## config.mk

```make
export PLATFORM = sky130hd
export DESIGN_NAME = touch_panel_top
export DESIGN_NICKNAME = d
export VERILOG_FILES = /design/src/common/touch_pkg.sv /design/src/keypad/digit_entry.sv /design/src/scope/scope_controls.sv /design/src/key_decoder.sv /design/src/key_release.sv /design/src/screen_fsm.sv /design/src/touch_panel_top.sv
export VERILOG_INCLUDE_DIRS = /design/src /design/src/common
export SDC_FILE = /design/constraint.sdc
export NUM_CORES = 1
export LEC_CHECK = 0
export BUFFER_PORTS_ARGS = -buffer_cell sky130_fd_sc_hd__clkbuf_2
export CAP_MARGIN = 5
export CORE_UTILIZATION = 40
export DETAILED_ROUTE_END_ITERATION = 8
export PLACE_DENSITY_LB_ADDON = 0.15
export SLEW_MARGIN = 10
export SYNTH_ARGS = -nofsm -noshare
export SYNTH_HDL_FRONTEND = slang
export SYNTH_SLANG_ARGS = --single-unit
export TNS_END_PERCENT = 30
```

## constraint.sdc

```tcl
create_clock -name clk -period 11.69 [get_ports clk]
set_input_delay 0.5845 -clock clk [delete_from_list [all_inputs] [get_ports clk]]
set_output_delay 0.5845 -clock clk [all_outputs]
set_load 0.02 [all_outputs]
```

## src/common/touch_defines.svh

```systemverilog
`ifndef TOUCH_DEFINES_SVH
`define TOUCH_DEFINES_SVH

`define H_ACT         1024
`define V_ACT         600
`define KEY_MARGIN_X  30
`define KEY_MARGIN_Y  28
`define TARGET_DIGITS 3

`define H_FIFTH    (`H_ACT / 5)
`define H_TENTH    (`H_ACT / 10)
`define V_SIXTH    (`V_ACT / 6)
`define KP_PITCH_X (2 * (`H_ACT / 15))

// each rectangle expands to xl, xh, yl, yh
`define RECT_MENU_SCOPE       390, 630, 200, 448
`define RECT_MENU_KEYPAD      705, 945, 200, 448
`define RECT_SCOPE_BACK       (3 * `H_FIFTH), (`H_ACT - `H_FIFTH), 0, `V_SIXTH
`define RECT_SCOPE_SPECTRUM   (2 * `H_FIFTH), (3 * `H_FIFTH), 0, `V_SIXTH
`define RECT_SCOPE_TRACE1     10, `H_FIFTH, 10, `V_SIXTH
`define RECT_SCOPE_TRACE2     (`H_ACT - `H_FIFTH), `H_ACT, 0, `V_SIXTH
`define RECT_SCOPE_STOP       `H_FIFTH, (2 * `H_FIFTH), (`V_ACT - `V_SIXTH), `V_ACT
`define RECT_SCOPE_DIFF       (3 * `H_FIFTH), (`H_ACT - `H_FIFTH), (`V_ACT - `V_SIXTH), `V_ACT
`define RECT_SCOPE_CURSOR     (2 * `H_FIFTH), (3 * `H_FIFTH), (`V_ACT - `V_SIXTH), `V_ACT
`define RECT_SCOPE_CLEAR      `H_FIFTH, (2 * `H_FIFTH), 0, `V_SIXTH
`define RECT_SCOPE_PAN_X1     0, `H_TENTH, (`V_ACT - `V_SIXTH), `V_ACT
`define RECT_SCOPE_PAN_X2     `H_TENTH, `H_FIFTH, (`V_ACT - `V_SIXTH), `V_ACT
`define RECT_SCOPE_PAN_Y_UP   (`H_ACT - `H_FIFTH), (`H_ACT - `H_TENTH), (`V_ACT - `V_SIXTH), `V_ACT
`define RECT_SCOPE_PAN_Y_DOWN (`H_ACT - `H_TENTH), `H_ACT, (`V_ACT - `V_SIXTH), `V_ACT
`define RECT_SPECTRUM_BACK    (`H_ACT - `H_FIFTH), `H_ACT, 0, `V_SIXTH
`define RECT_KEYPAD_CLEAR     (3 * `H_FIFTH + 55), (`H_ACT - `H_FIFTH - 55), \
                              `KEY_MARGIN_Y, (`V_SIXTH - `KEY_MARGIN_Y)
`define RECT_KEYPAD_BACK      `H_FIFTH, (2 * `H_FIFTH), 0, `V_SIXTH

// phone-style digit grid, 0 sits under 8
`define KP_COL(d) ((d) == 0 ? 1 : ((d) - 1) % 3)
`define KP_ROW(d) ((d) == 0 ? 3 : ((d) - 1) / 3)
`define KP_Y(d)   (`V_SIXTH * (`KP_ROW(d) + 1) + `KEY_MARGIN_Y), \
                  (`V_SIXTH * (`KP_ROW(d) + 2) - `KEY_MARGIN_Y)
`define RECT_FRE(d) (3 * `H_FIFTH + `KP_COL(d) * `KP_PITCH_X + `KEY_MARGIN_X), \
                    (3 * `H_FIFTH + (`KP_COL(d) + 1) * `KP_PITCH_X - `KEY_MARGIN_X), `KP_Y(d)
`define RECT_VPP(d) (`KP_COL(d) * `KP_PITCH_X + `KEY_MARGIN_X), \
                    ((`KP_COL(d) + 1) * `KP_PITCH_X - `KEY_MARGIN_X), `KP_Y(d)

`endif

```

## src/common/touch_pkg.sv

```systemverilog
package touch_pkg;

    typedef logic [15:0] coord_t;   // pixels
    typedef logic [10:0] target_t;
    typedef logic [2:0]  pan_t;
    typedef logic [4:0]  vpan_t;

    typedef enum logic [1:0] {
        screen_menu,
        screen_scope,
        screen_spectrum,
        screen_keypad
    } screen_t;

    // order is the hit priority in the decoder
    typedef enum logic [5:0] {
        key_none,
        menu_scope, menu_keypad,
        scope_back, scope_spectrum, scope_trace1, scope_trace2,
        scope_stop, scope_diff, scope_cursor, scope_clear,
        scope_pan_x1, scope_pan_x2, scope_pan_y_up, scope_pan_y_down,
        spectrum_back,
        fre_0, fre_1, fre_2, fre_3, fre_4, fre_5, fre_6, fre_7, fre_8, fre_9,
        vpp_0, vpp_1, vpp_2, vpp_3, vpp_4, vpp_5, vpp_6, vpp_7, vpp_8, vpp_9,
        keypad_clear, keypad_back
    } key_t;

    function automatic logic key_is_fre(key_t k);
        return (k >= fre_0) && (k <= fre_9);
    endfunction

    function automatic logic key_is_vpp(key_t k);
        return (k >= vpp_0) && (k <= vpp_9);
    endfunction

    function automatic logic [3:0] key_digit(key_t k);
        if (key_is_fre(k))
            return 4'(k - fre_0);
        else if (key_is_vpp(k))
            return 4'(k - vpp_0);
        return 4'd0;   // not a digit key
    endfunction

endpackage

```

## src/keypad/digit_entry.sv

```systemverilog
`timescale 1ns/1ps
`include "touch_defines.svh"

module digit_entry #(
    parameter int DIGITS  = `TARGET_DIGITS,
    parameter bit FRE_PAD = 1'b1   // 1 serves the fre pad, 0 the vpp pad
) (
    input  logic               clk,
    input  logic               reset,
    input  touch_pkg::key_t    released,
    output touch_pkg::target_t value
);

    localparam int CNT_W = $clog2(DIGITS + 1);

    logic [CNT_W-1:0]   count;     // digits entered so far
    logic               own_key;
    touch_pkg::target_t weight;    // place value of the next digit

    assign own_key = FRE_PAD ? touch_pkg::key_is_fre(released)
                             : touch_pkg::key_is_vpp(released);

    // 10 ** (DIGITS - 1 - count)
    always_comb begin
        weight = 1;
        for (int i = 0; i < DIGITS - 1; i++) begin
            if (i >= count)
                weight = touch_pkg::target_t'(weight * 10);
        end
    end

    always_ff @(posedge clk or negedge reset) begin
        if (!reset) begin
            value <= '0;
            count <= '0;
        end else if (released == touch_pkg::keypad_clear) begin
            value <= '0;   // clears both pads
            count <= '0;
        end else if (own_key && count < DIGITS) begin
            value <= value + touch_pkg::key_digit(released) * weight;
            count <= count + 1'b1;
        end
    end

    // once full, the count and the value hold until a clear
    a_count_saturates: assert property (@(posedge clk) disable iff (!reset)
        (count == DIGITS && released != touch_pkg::keypad_clear)
        |=> (count == DIGITS && $stable(value)));

endmodule

```

## src/scope/scope_controls.sv

```systemverilog
`timescale 1ns/1ps

module scope_controls (
    input  logic             clk,
    input  logic             reset,
    input  touch_pkg::key_t  released,
    output logic             trace1_on,
    output logic             trace2_on,
    output logic             spectrum_on,
    output logic             run_stop,
    output logic             diff_on,
    output logic             cursor_on,
    output touch_pkg::pan_t  pan_x1,
    output touch_pkg::pan_t  pan_x2,
    output touch_pkg::vpan_t pan_y
);

    localparam touch_pkg::pan_t PAN_X2_INIT = 3'd1;   // second trace starts offset

    always_ff @(posedge clk or negedge reset) begin
        if (!reset) begin
            trace1_on   <= 1'b0;
            trace2_on   <= 1'b0;
            spectrum_on <= 1'b0;
            run_stop    <= 1'b0;
            diff_on     <= 1'b0;
            cursor_on   <= 1'b0;
            pan_x1      <= '0;
            pan_x2      <= PAN_X2_INIT;
            pan_y       <= '0;
        end else begin
            case (released)
                touch_pkg::scope_trace1:     trace1_on   <= ~trace1_on;
                touch_pkg::scope_trace2:     trace2_on   <= ~trace2_on;
                touch_pkg::scope_spectrum:   spectrum_on <= ~spectrum_on;
                touch_pkg::scope_stop:       run_stop    <= ~run_stop;
                touch_pkg::scope_diff:       diff_on     <= ~diff_on;
                touch_pkg::scope_cursor:     cursor_on   <= ~cursor_on;
                touch_pkg::scope_pan_x1:     pan_x1      <= pan_x1 + 1'b1;   // wraps
                touch_pkg::scope_pan_x2:     pan_x2      <= pan_x2 + 1'b1;
                touch_pkg::scope_pan_y_up:   pan_y       <= pan_y + 1'b1;
                touch_pkg::scope_pan_y_down: pan_y       <= pan_y - 1'b1;    // 0 -> 31
                touch_pkg::scope_clear: begin
                    trace1_on   <= 1'b0;
                    trace2_on   <= 1'b0;
                    spectrum_on <= 1'b0;
                    run_stop    <= 1'b0;
                    diff_on     <= 1'b0;
                    cursor_on   <= 1'b0;
                    pan_x1      <= '0;
                    pan_x2      <= PAN_X2_INIT;
                    pan_y       <= '0;
                end
                default: ;
            endcase
        end
    end

endmodule

```

## src/key_decoder.sv

```systemverilog
`timescale 1ns/1ps
`include "touch_defines.svh"

module key_decoder (
    input  logic               clk,
    input  logic               reset,
    input  touch_pkg::coord_t  touch_x,
    input  touch_pkg::coord_t  touch_y,
    input  touch_pkg::screen_t screen,
    output touch_pkg::key_t    key,
    output logic               key_active
);

    touch_pkg::key_t hit;

    function automatic logic in_rect(
        input touch_pkg::coord_t x,
        input touch_pkg::coord_t y,
        input int                xl,
        input int                xh,
        input int                yl,
        input int                yh
    );
        return (x >= xl) && (x <= xh) && (y >= yl) && (y <= yh);   // edges inclusive
    endfunction

    function automatic logic key_on_screen(touch_pkg::key_t k, touch_pkg::screen_t s);
        if (k == touch_pkg::key_none)
            return 1'b1;
        case (s)
            touch_pkg::screen_menu:     return k inside {touch_pkg::menu_scope,
                                                         touch_pkg::menu_keypad};
            touch_pkg::screen_scope:    return k inside {[touch_pkg::scope_back :
                                                          touch_pkg::scope_pan_y_down]};
            touch_pkg::screen_spectrum: return k == touch_pkg::spectrum_back;
            default:                    return k inside {[touch_pkg::fre_0 :
                                                          touch_pkg::keypad_back]};
        endcase
    endfunction

    // first rectangle in key order wins
    always_comb begin
        hit = touch_pkg::key_none;
        case (screen)
            touch_pkg::screen_menu: begin
                if (in_rect(touch_x, touch_y, `RECT_MENU_SCOPE))
                    hit = touch_pkg::menu_scope;
                else if (in_rect(touch_x, touch_y, `RECT_MENU_KEYPAD))
                    hit = touch_pkg::menu_keypad;
            end
            touch_pkg::screen_scope: begin
                if (in_rect(touch_x, touch_y, `RECT_SCOPE_BACK))
                    hit = touch_pkg::scope_back;
                else if (in_rect(touch_x, touch_y, `RECT_SCOPE_SPECTRUM))
                    hit = touch_pkg::scope_spectrum;
                else if (in_rect(touch_x, touch_y, `RECT_SCOPE_TRACE1))
                    hit = touch_pkg::scope_trace1;
                else if (in_rect(touch_x, touch_y, `RECT_SCOPE_TRACE2))
                    hit = touch_pkg::scope_trace2;
                else if (in_rect(touch_x, touch_y, `RECT_SCOPE_STOP))
                    hit = touch_pkg::scope_stop;
                else if (in_rect(touch_x, touch_y, `RECT_SCOPE_DIFF))
                    hit = touch_pkg::scope_diff;
                else if (in_rect(touch_x, touch_y, `RECT_SCOPE_CURSOR))
                    hit = touch_pkg::scope_cursor;
                else if (in_rect(touch_x, touch_y, `RECT_SCOPE_CLEAR))
                    hit = touch_pkg::scope_clear;
                else if (in_rect(touch_x, touch_y, `RECT_SCOPE_PAN_X1))
                    hit = touch_pkg::scope_pan_x1;
                else if (in_rect(touch_x, touch_y, `RECT_SCOPE_PAN_X2))
                    hit = touch_pkg::scope_pan_x2;
                else if (in_rect(touch_x, touch_y, `RECT_SCOPE_PAN_Y_UP))
                    hit = touch_pkg::scope_pan_y_up;
                else if (in_rect(touch_x, touch_y, `RECT_SCOPE_PAN_Y_DOWN))
                    hit = touch_pkg::scope_pan_y_down;
            end
            touch_pkg::screen_spectrum: begin
                if (in_rect(touch_x, touch_y, `RECT_SPECTRUM_BACK))
                    hit = touch_pkg::spectrum_back;
            end
            default: begin
                for (int d = 0; d < 10; d++) begin
                    if (hit == touch_pkg::key_none && in_rect(touch_x, touch_y, `RECT_FRE(d)))
                        hit = touch_pkg::key_t'(touch_pkg::fre_0 + d);
                end
                for (int d = 0; d < 10; d++) begin
                    if (hit == touch_pkg::key_none && in_rect(touch_x, touch_y, `RECT_VPP(d)))
                        hit = touch_pkg::key_t'(touch_pkg::vpp_0 + d);
                end
                if (hit == touch_pkg::key_none) begin
                    if (in_rect(touch_x, touch_y, `RECT_KEYPAD_CLEAR))
                        hit = touch_pkg::keypad_clear;
                    else if (in_rect(touch_x, touch_y, `RECT_KEYPAD_BACK))
                        hit = touch_pkg::keypad_back;
                end
            end
        endcase
    end

    always_ff @(posedge clk or negedge reset) begin
        if (!reset)
            key <= touch_pkg::key_none;
        else
            key <= hit;
    end

    assign key_active = (key != touch_pkg::key_none);

    // key was decoded against the screen of the previous cycle
    a_key_on_screen: assert property (@(posedge clk) disable iff (!reset)
        key_on_screen(key, $past(screen)));

endmodule

```

## src/key_release.sv

```systemverilog
`timescale 1ns/1ps

module key_release (
    input  logic            clk,
    input  logic            reset,
    input  touch_pkg::key_t key,
    output touch_pkg::key_t released
);

    touch_pkg::key_t hist1;
    touch_pkg::key_t hist2;
    touch_pkg::key_t hist3;   // oldest
    logic            fall;

    // oldest entry is a real key and the next one moved away from it
    assign fall = (hist3 != touch_pkg::key_none) && (hist2 != hist3);

    always_ff @(posedge clk or negedge reset) begin
        if (!reset) begin
            hist1    <= touch_pkg::key_none;
            hist2    <= touch_pkg::key_none;
            hist3    <= touch_pkg::key_none;
            released <= touch_pkg::key_none;
        end else begin
            hist1    <= key;
            hist2    <= hist1;
            hist3    <= hist2;
            released <= fall ? hist3 : touch_pkg::key_none;
        end
    end

    // one pulse per release, never stretched
    a_single_pulse: assert property (@(posedge clk) disable iff (!reset)
        (released != touch_pkg::key_none) |=> (released != $past(released)));

endmodule

```

## src/screen_fsm.sv

```systemverilog
`timescale 1ns/1ps

module screen_fsm (
    input  logic               clk,
    input  logic               reset,
    input  touch_pkg::key_t    released,
    output touch_pkg::screen_t screen
);

    always_ff @(posedge clk or negedge reset) begin
        if (!reset) begin
            screen <= touch_pkg::screen_menu;
        end else begin
            case (screen)
                touch_pkg::screen_menu: begin
                    if (released == touch_pkg::menu_scope)
                        screen <= touch_pkg::screen_scope;
                    else if (released == touch_pkg::menu_keypad)
                        screen <= touch_pkg::screen_keypad;
                end
                touch_pkg::screen_scope: begin
                    if (released == touch_pkg::scope_back)
                        screen <= touch_pkg::screen_menu;
                    else if (released == touch_pkg::scope_spectrum)
                        screen <= touch_pkg::screen_spectrum;   // also flips spectrum_on
                end
                touch_pkg::screen_spectrum: begin
                    if (released == touch_pkg::spectrum_back)
                        screen <= touch_pkg::screen_scope;
                end
                default: begin
                    if (released == touch_pkg::keypad_back)
                        screen <= touch_pkg::screen_menu;
                end
            endcase
        end
    end

    // known value, and a change only ever follows a release
    a_screen_legal: assert property (@(posedge clk) disable iff (!reset)
        !$isunknown(screen) &&
        (!$changed(screen) || ($past(released) != touch_pkg::key_none)));

endmodule

```

## src/touch_panel_top.sv

```systemverilog
`timescale 1ns/1ps

module touch_panel_top (
    input  logic               clk,
    input  logic               reset,
    input  touch_pkg::coord_t  touch_x,
    input  touch_pkg::coord_t  touch_y,
    output touch_pkg::screen_t screen,
    output logic               key_active,
    output touch_pkg::target_t target_freq,
    output touch_pkg::target_t target_vpp,
    output logic               trace1_on,
    output logic               trace2_on,
    output logic               spectrum_on,
    output logic               run_stop,
    output logic               diff_on,
    output logic               cursor_on,
    output touch_pkg::pan_t    pan_x1,
    output touch_pkg::pan_t    pan_x2,
    output touch_pkg::vpan_t   pan_y
);

    touch_pkg::key_t key;        // registered hit
    touch_pkg::key_t released;   // one-cycle release pulse

    key_decoder u_decoder (
        .clk        (clk),
        .reset      (reset),
        .touch_x    (touch_x),
        .touch_y    (touch_y),
        .screen     (screen),
        .key        (key),
        .key_active (key_active)
    );

    key_release u_release (
        .clk      (clk),
        .reset    (reset),
        .key      (key),
        .released (released)
    );

    screen_fsm u_screen (
        .clk      (clk),
        .reset    (reset),
        .released (released),
        .screen   (screen)
    );

    scope_controls u_scope (
        .clk         (clk),
        .reset       (reset),
        .released    (released),
        .trace1_on   (trace1_on),
        .trace2_on   (trace2_on),
        .spectrum_on (spectrum_on),
        .run_stop    (run_stop),
        .diff_on     (diff_on),
        .cursor_on   (cursor_on),
        .pan_x1      (pan_x1),
        .pan_x2      (pan_x2),
        .pan_y       (pan_y)
    );

    digit_entry #(.FRE_PAD(1'b1)) u_freq_entry (
        .clk      (clk),
        .reset    (reset),
        .released (released),
        .value    (target_freq)
    );

    digit_entry #(.FRE_PAD(1'b0)) u_vpp_entry (
        .clk      (clk),
        .reset    (reset),
        .released (released),
        .value    (target_vpp)
    );

endmodule

```

=== After elaboration in Yosys (flattened, before gate mapping) ===
Index checks and enable logic that the tools add are counted.

* Multiply operators: 4
* Muxes and demuxes: 102
* Bitwise logic cells: 6
* Shifts and indexed selects: 0
* Add/sub/neg operators: 10
* $lt $le $gt $ge: 58
* Divide/modulo/power cells: 0
* Equal/unequal tests: 23
* Reductions and logical operators: 144

{| class="wikitable"
|+ Operators by type and width
! kind !! count
|-
| $mux 6 || 55
|-
| $le 16x10->1 const B || 10
|-
| $ge 16x10->1 const B || 8
|-
| $logic_not 6->1 || 20
|-
| $logic_and 1x1->1 || 107
|-
| $ge 16x9->1 const B || 6
|-
| $le 16x9->1 const B || 6
|-
| $ge 16x8->1 const B || 5
|-
| $mux 11 || 6
|-
| $le 16x7->1 const B || 4
|-
| $eq 6x4->1 const B || 8
|-
| $le 16x8->1 const B || 3
|-
| $mux 4 || 12
|-
| $ge 16x4->1 const B || 2
|-
| $ge 16x5->1 const B || 2
|-
| $eq 6x3->1 const B || 4
|-
| $add 11x11->11 || 2
|-
| $mul 4x11->11 || 2
|-
| $mux 2 || 11
|-
| $reduce_bool 2->1 || 10
|-
| $pmux 6 s3 || 1
|-
| $ge 16x7->1 const B || 1
|-
| $le 16x11->1 const B || 1
|-
| $pmux 5 s3 || 1
|-
| 32 further kinds || 60
|}

* Memory bits (read-only): 0
* RAM bits: 0
* Memories: 0
* Latch bits: 0
* Flip-flop bits (word level): 75
* Output and inout port bits: 42

=== Logic depth before layout (Yosys ltp) ===
* Word-level depth: 86
* Gate-level depth with buffers: 22
* Depth with buffers taken out: 21

=== Cells and area by module ===
A second synthesis with hierarchy kept.

* Cells, all modules: 871
* Area total of the unflattened synthesis: 7,412.1 um2

{| class="wikitable"
|+ Modules (own cells, without submodules)
! module !! times used !! area each (um2) !! cells an instance
|-
| key_decoder || 1 || 1,876.8 || 282
|-
| digit_entry (u_vpp_entry) || 1 || 1,769.2 || 210
|-
| digit_entry (u_freq_entry) || 1 || 1,747.9 || 198
|-
| scope_controls || 1 || 1,091.0 || 118
|-
| key_release || 1 || 726.9 || 38
|-
| screen_fsm || 1 || 200.2 || 25
|}

=== Least setup slack after synthesis ===
No wires, ideal clock.

* Path kind: flip-flop to flip-flop
* From: register u_release.released[2]
* To: register u_freq_entry.value[9]
* Arrival: 4.927 ns
* Required time: 11.568 ns
* Setup slack: 6.642 ns
* Stages on the path, launching flop included: 22
* Cell sequence: dfrtp_1 > clkbuf_1 > inv_1 > ha_1 > nor4b_1 > a21oi_1 > o32a_1 > nor2b_1 > fa_1 > inv_1 > fa_1 > fa_1 > inv_1 > ha_1 > nor2b_1 > o21ai_0 > a21boi_0 > o21ai_0 > a21boi_0 > o21a_1 > or3_1 > a32o_1

* Cells in the longest elaborated chain, start to end: 13
* Elaborated cells between the ends (all ways): 24

{| class="wikitable"
|+ Ends and longest elaborated chain
! element !! RTL line !! RTL
|-
| start: declaration || key_release.sv:7 || <nowiki>output touch_pkg::key_t released</nowiki>
|-
| start signal: assignment || key_release.sv:23 || <nowiki>released <= touch_pkg::key_none;</nowiki>
|-
| start signal: assignment || key_release.sv:28 || <nowiki>released <= fall ? hist3 : touch_pkg::key_none;</nowiki>
|-
| $ge 6x5->1 or $le 6x6->1 (tied branches) || touch_pkg.sv:33 || <nowiki>return (k >= vpp_0) && (k <= vpp_9);</nowiki>
|-
| $logic_and 1x1->1 || touch_pkg.sv:33 ||
|-
| $mux 1 || touch_pkg.sv:39 || <nowiki>else if (key_is_vpp(k))</nowiki>
|-
| $mux 1 || touch_pkg.sv:37 || <nowiki>if (key_is_fre(k))</nowiki>
|-
| $mux 1 || digit_entry.sv:39 || <nowiki>end else if (own_key && count < DIGITS) begin</nowiki>
|-
| $mux 1 || digit_entry.sv:36 || <nowiki>end else if (released == touch_pkg::keypad_clear) begin</nowiki>
|-
| $mux 4 || touch_pkg.sv:41 || <nowiki>return 4'd0;</nowiki>
|-
| $mux 4 || digit_entry.sv:39 ||
|-
| $mux 4 || digit_entry.sv:36 ||
|-
| $mul 4x11->11 || digit_entry.sv:40 || <nowiki>value <= value + touch_pkg::key_digit(released) * weight;</nowiki>
|-
| $add 11x11->11 || digit_entry.sv:40 ||
|-
| $mux 11 || digit_entry.sv:39 ||
|-
| $mux 11 || digit_entry.sv:36 ||
|-
| end signal: assignment || digit_entry.sv:40 ||
|-
| end: declaration || digit_entry.sv:11 || <nowiki>output touch_pkg::target_t value</nowiki>
|}

Several ways; a longest one is shown, not always the timed one. The select of a mux whose other input is x is not followed.
A chain may end at the register's enable or synchronous reset.

=== Final worst setup path ===
* From: register u_release.released[1]
* To: register u_freq_entry.value[9]

Same word-level chain as after synthesis.

==> results.json <==
{
  "outcome": "completed",
  "hold_viol": 0,
  "vias": 6002,
  "synthArstFlopShare": 1.00,
  "ys_ff_latch": 75,
  "rows": 47,
  "p_seq_frac": 0.441,
  "antenna_found_initial": 0,
  "synth_common_cells": "inv_1, nand2_1, dfrtp_1",
  "grt-ovfl-total": 0,
  "powerDensity_nw_per_um2": 77.1,
  "final_cells": 1109,
  "slew_viol_final": 0,
  "fmax_mhz": 175,
  "hold_end": "u_release.hist2[0]$_DFF_PN0_",
  "cts_buffers": 9,
  "cpMaxStageDelayCell": "dfrtp_1",
  "io_buffer_count": 75,
  "syn2layout_area_growth_pct": 11.8,
  "die_area_um2": 17700,
  "cts_buffer_depth": 2,
  "dieWidth_um": 133,
  "cts_tree": "yes",
  "relSlewSlack": 0.295,
  "final_net_count": 1005,
  "hold_path_depth": 0,
  "required_ns": 11.93,
  "via_per_inst": 5.41,
  "crit_type": "reg2reg",
  "rr_startpoint": "u_release.released[1]$_DFF_PN0_",
  "yosysMostFrequentCell": "inv_1",
  "nFillCells": 1660,
  "ir_drop_v": 0.0000574,
  "period_minus_slack_ns": 5.72,
  "postCtsSetupBuffers": 0,
  "worst_pin_slew_ns": 1.06,
  "grt_pass1_wl_mm": 27.5,
  "grt_max_degree": 76,
  "cp_max_fo": 23,
  "crit_path_start_kind": "flip-flop",
  "dr.pass1.iters": 5,
  "ys_seq_area_frac": 0.273,
  "htree_levels": 3,
  "ctsHoldBuffers": 0,
  "syn_inst": 836,
  "clk_pin_slew_ns": 0.08,
  "skew_ns": 0.0120,
  "p_int_uw": 427,
  "synth-edff-count": 0,
  "yosys.area.top_type": "dfrtp_1",
  "crit_path_end_kind": "flip-flop",
  "post-route-util": 0.461,
  "syn_area_per_cell_um2": 8.23,
  "clkLatencyLatePin_ns": 0.35,
  "crit_arrival_ns": 5.96,
  "crit_family": "adder cells",
  "synth-main-ff-cell": "dfrtp_1",
  "fin_tns_setup_ns": 0,
  "grtUsageTotal": 0.190,
  "drc": 0,
  "r2r_slack_ns": 5.97,
  "post-synth-top-area-fraction": 0.269,
  "slowest_delay_ns": 0.77,
  "cts.repair.resized": 0,
  "clkPwrFrac": 0.478,
  "start_util": 0.412,
  "drive_gt1_frac": 0.128,
  "grt_pass1_vias": 5636,
  "place_hpwl_mm": 12.4,
  "cap_violations": 0,
  "core-area_um2": 16700,
  "yosysWarningCount": 0,
  "fin_area_um2": 7700,
  "synth_cell_types": 72,
  "period_share": 0.489,
  "cts.sinks": 75,
  "wirelength_mm": 16.4,
  "min_from": "u_release.hist1[0]$_DFF_PN0_",
  "cts-root-buf": "clkbuf_16",
  "setup_viol": 0,
  "p_sw_frac": 0.281,
  "reg2reg_depth": 20,
  "post_drt_wl_per_cell_um": 14.8,
  "drtIter0Drc": 288,
  "worst_r2r_endpoint": "u_freq_entry.value[9]$_DFFE_PN0P_",
  "diodes": 0,
  "die_h_um": 133,
  "combPwrFrac": 0.081,
  "pin_count": 76,
  "synth_fp_nets": 957,
  "hold_path_class": "reg2reg",
  "place_inst": 1093,
  "switching_power_uw": 167,
  "gp_congestion": 0.953,
  "rsz0062_at_grt": "no",
  "critical_path_buf_inv_count": 3,
  "cp_cell_sequence": "inv_1, ha_1, nor4b_1, a21oi_1, o32a_1, nor2b_1, fa_1, inv_1, fa_1, fa_1, inv_1, ha_1, nor2b_1, o21ai_0, a21boi_0, o21ai_0, a21boi_0, o21a_1, or3_1, a32o_1",
  "postPlaceCellArea_um2": 7400,
  "ant_nets": 0,
  "ys_top_cells_by_area": "dfrtp_1, ha_1, fa_1",
  "report.power.total_uw": 594,
  "syn_area_um2": 6880,
  "leakagePower_nw": 3.69
}
## how the worst max path moves through the flow
stage	start	to	slack (ns)	depth (start not counted)
6_report	u_release.released[1]$_DFF_PN0_	u_freq_entry.value[9]$_DFFE_PN0P_	5.97	20
5_1_grt	u_release.released[1]$_DFF_PN0_	u_freq_entry.value[9]$_DFFE_PN0P_	5.41	20
4_1_cts	u_release.released[1]$_DFF_PN0_	u_freq_entry.value[9]$_DFFE_PN0P_	5.94	20
3_5_place_dp	u_release.released[1]$_DFF_PN0_	u_freq_entry.value[9]$_DFFE_PN0P_	5.95	20
3_3_place_gp	u_release.released[1]$_DFF_PN0_	u_freq_entry.value[9]$_DFFE_PN0P_	6.06	20
2_1_floorplan	u_release.released[2]$_DFF_PN0_	u_freq_entry.value[9]$_DFFE_PN0P_	6.64	21
## flip-flops by register name, indices dropped and copies added, names as in the netlist
name	cells
u_release.released	6
u_freq_entry.value	11
u_scope.spectrum_on	1
u_release.hist1	6
u_scope.run_stop	1
u_scope.trace1_on	1
u_screen.screen	2
u_scope.pan_x1	3
u_scope.diff_on	1
u_freq_entry.count	2
u_scope.pan_y	5
u_decoder.key	6
u_scope.trace2_on	1
u_release.hist2	6
u_release.hist3	6
u_scope.cursor_on	1
u_vpp_entry.count	2
u_scope.pan_x2	3
u_vpp_entry.value	11
## metrics by stage
stage	hold slack [ns]	setup slack, ns
floorplan	0.289	6.64
CTS	0.351	5.94
global placement	0.332	6.06
global route	0.360	5.41
finish	0.348	5.97
detailed placement	0.335	5.95
## cell type report
cell class / instances / area [µm²] / share of cell area
Inverter: 100 / 375 / 0.0488
Tap cell: 220 / 275 / 0.0358
Clock inverter: 7 / 75.1 / 0.00975
Clock buffer: 9 / 225 / 0.0293
Timing Repair Buffer: 76 / 385 / 0.0501
Sequential cell: 75 / 1880 / 0.244
Multi-Input combinational cell: 622 / 4480 / 0.582
## per-layer routing
layer	wire, µm	GRT usage	vias up	share of wire
li1	-	-	3032	-
met1	7360	0.246	2814	0.45
met2	8140	0.330	128	0.50
met3	479	0.0225	28	0.029
met4	387	0.0606	0	0.024
met5	0	0	-	0
## cell usage in the layout (no fill, tap or decap), drive strengths merged, types with 17 or more instances in the layout
| master | n |
|---|---|
| a21oi | 42 |
| and2 | 18 |
| fa | 29 |
| ha | 58 |
| o21ai | 59 |
| nor2b | 17 |
| nand2 | 75 |
| clkbuf | 83 |
| dfrtp | 74 |
| nor3 | 24 |
| nand3 | 24 |
| nor2 | 61 |
| inv | 105 |
## power groups by stage
stage	combinational (mW)	clock, mW	sequential, mW
floorplan	0.0286	0	0.266
global placement	0.0484	0	0.267
detailed placement	0.0477	0	0.267
CTS	0.0479	0.290	0.262
global route	0.0537	0.300	0.262
finish	0.0482	0.284	0.262
## kinds of logic after synthesis
kind of cell / count (synthesis) / share of synthesized area
multiplexers: 1 / 0.00145
adder cells (fa/ha/maj): 87 / 0.190
buffers and inverters: 139 / 0.0763
flip-flops: 75 / 0.273
AO/OA/AOI/OAI: 215 / 0.210
XOR/XNOR: 26 / 0.0331
AND/OR/NAND/NOR: 293 / 0.217
(Power assumes the default switching activity.)
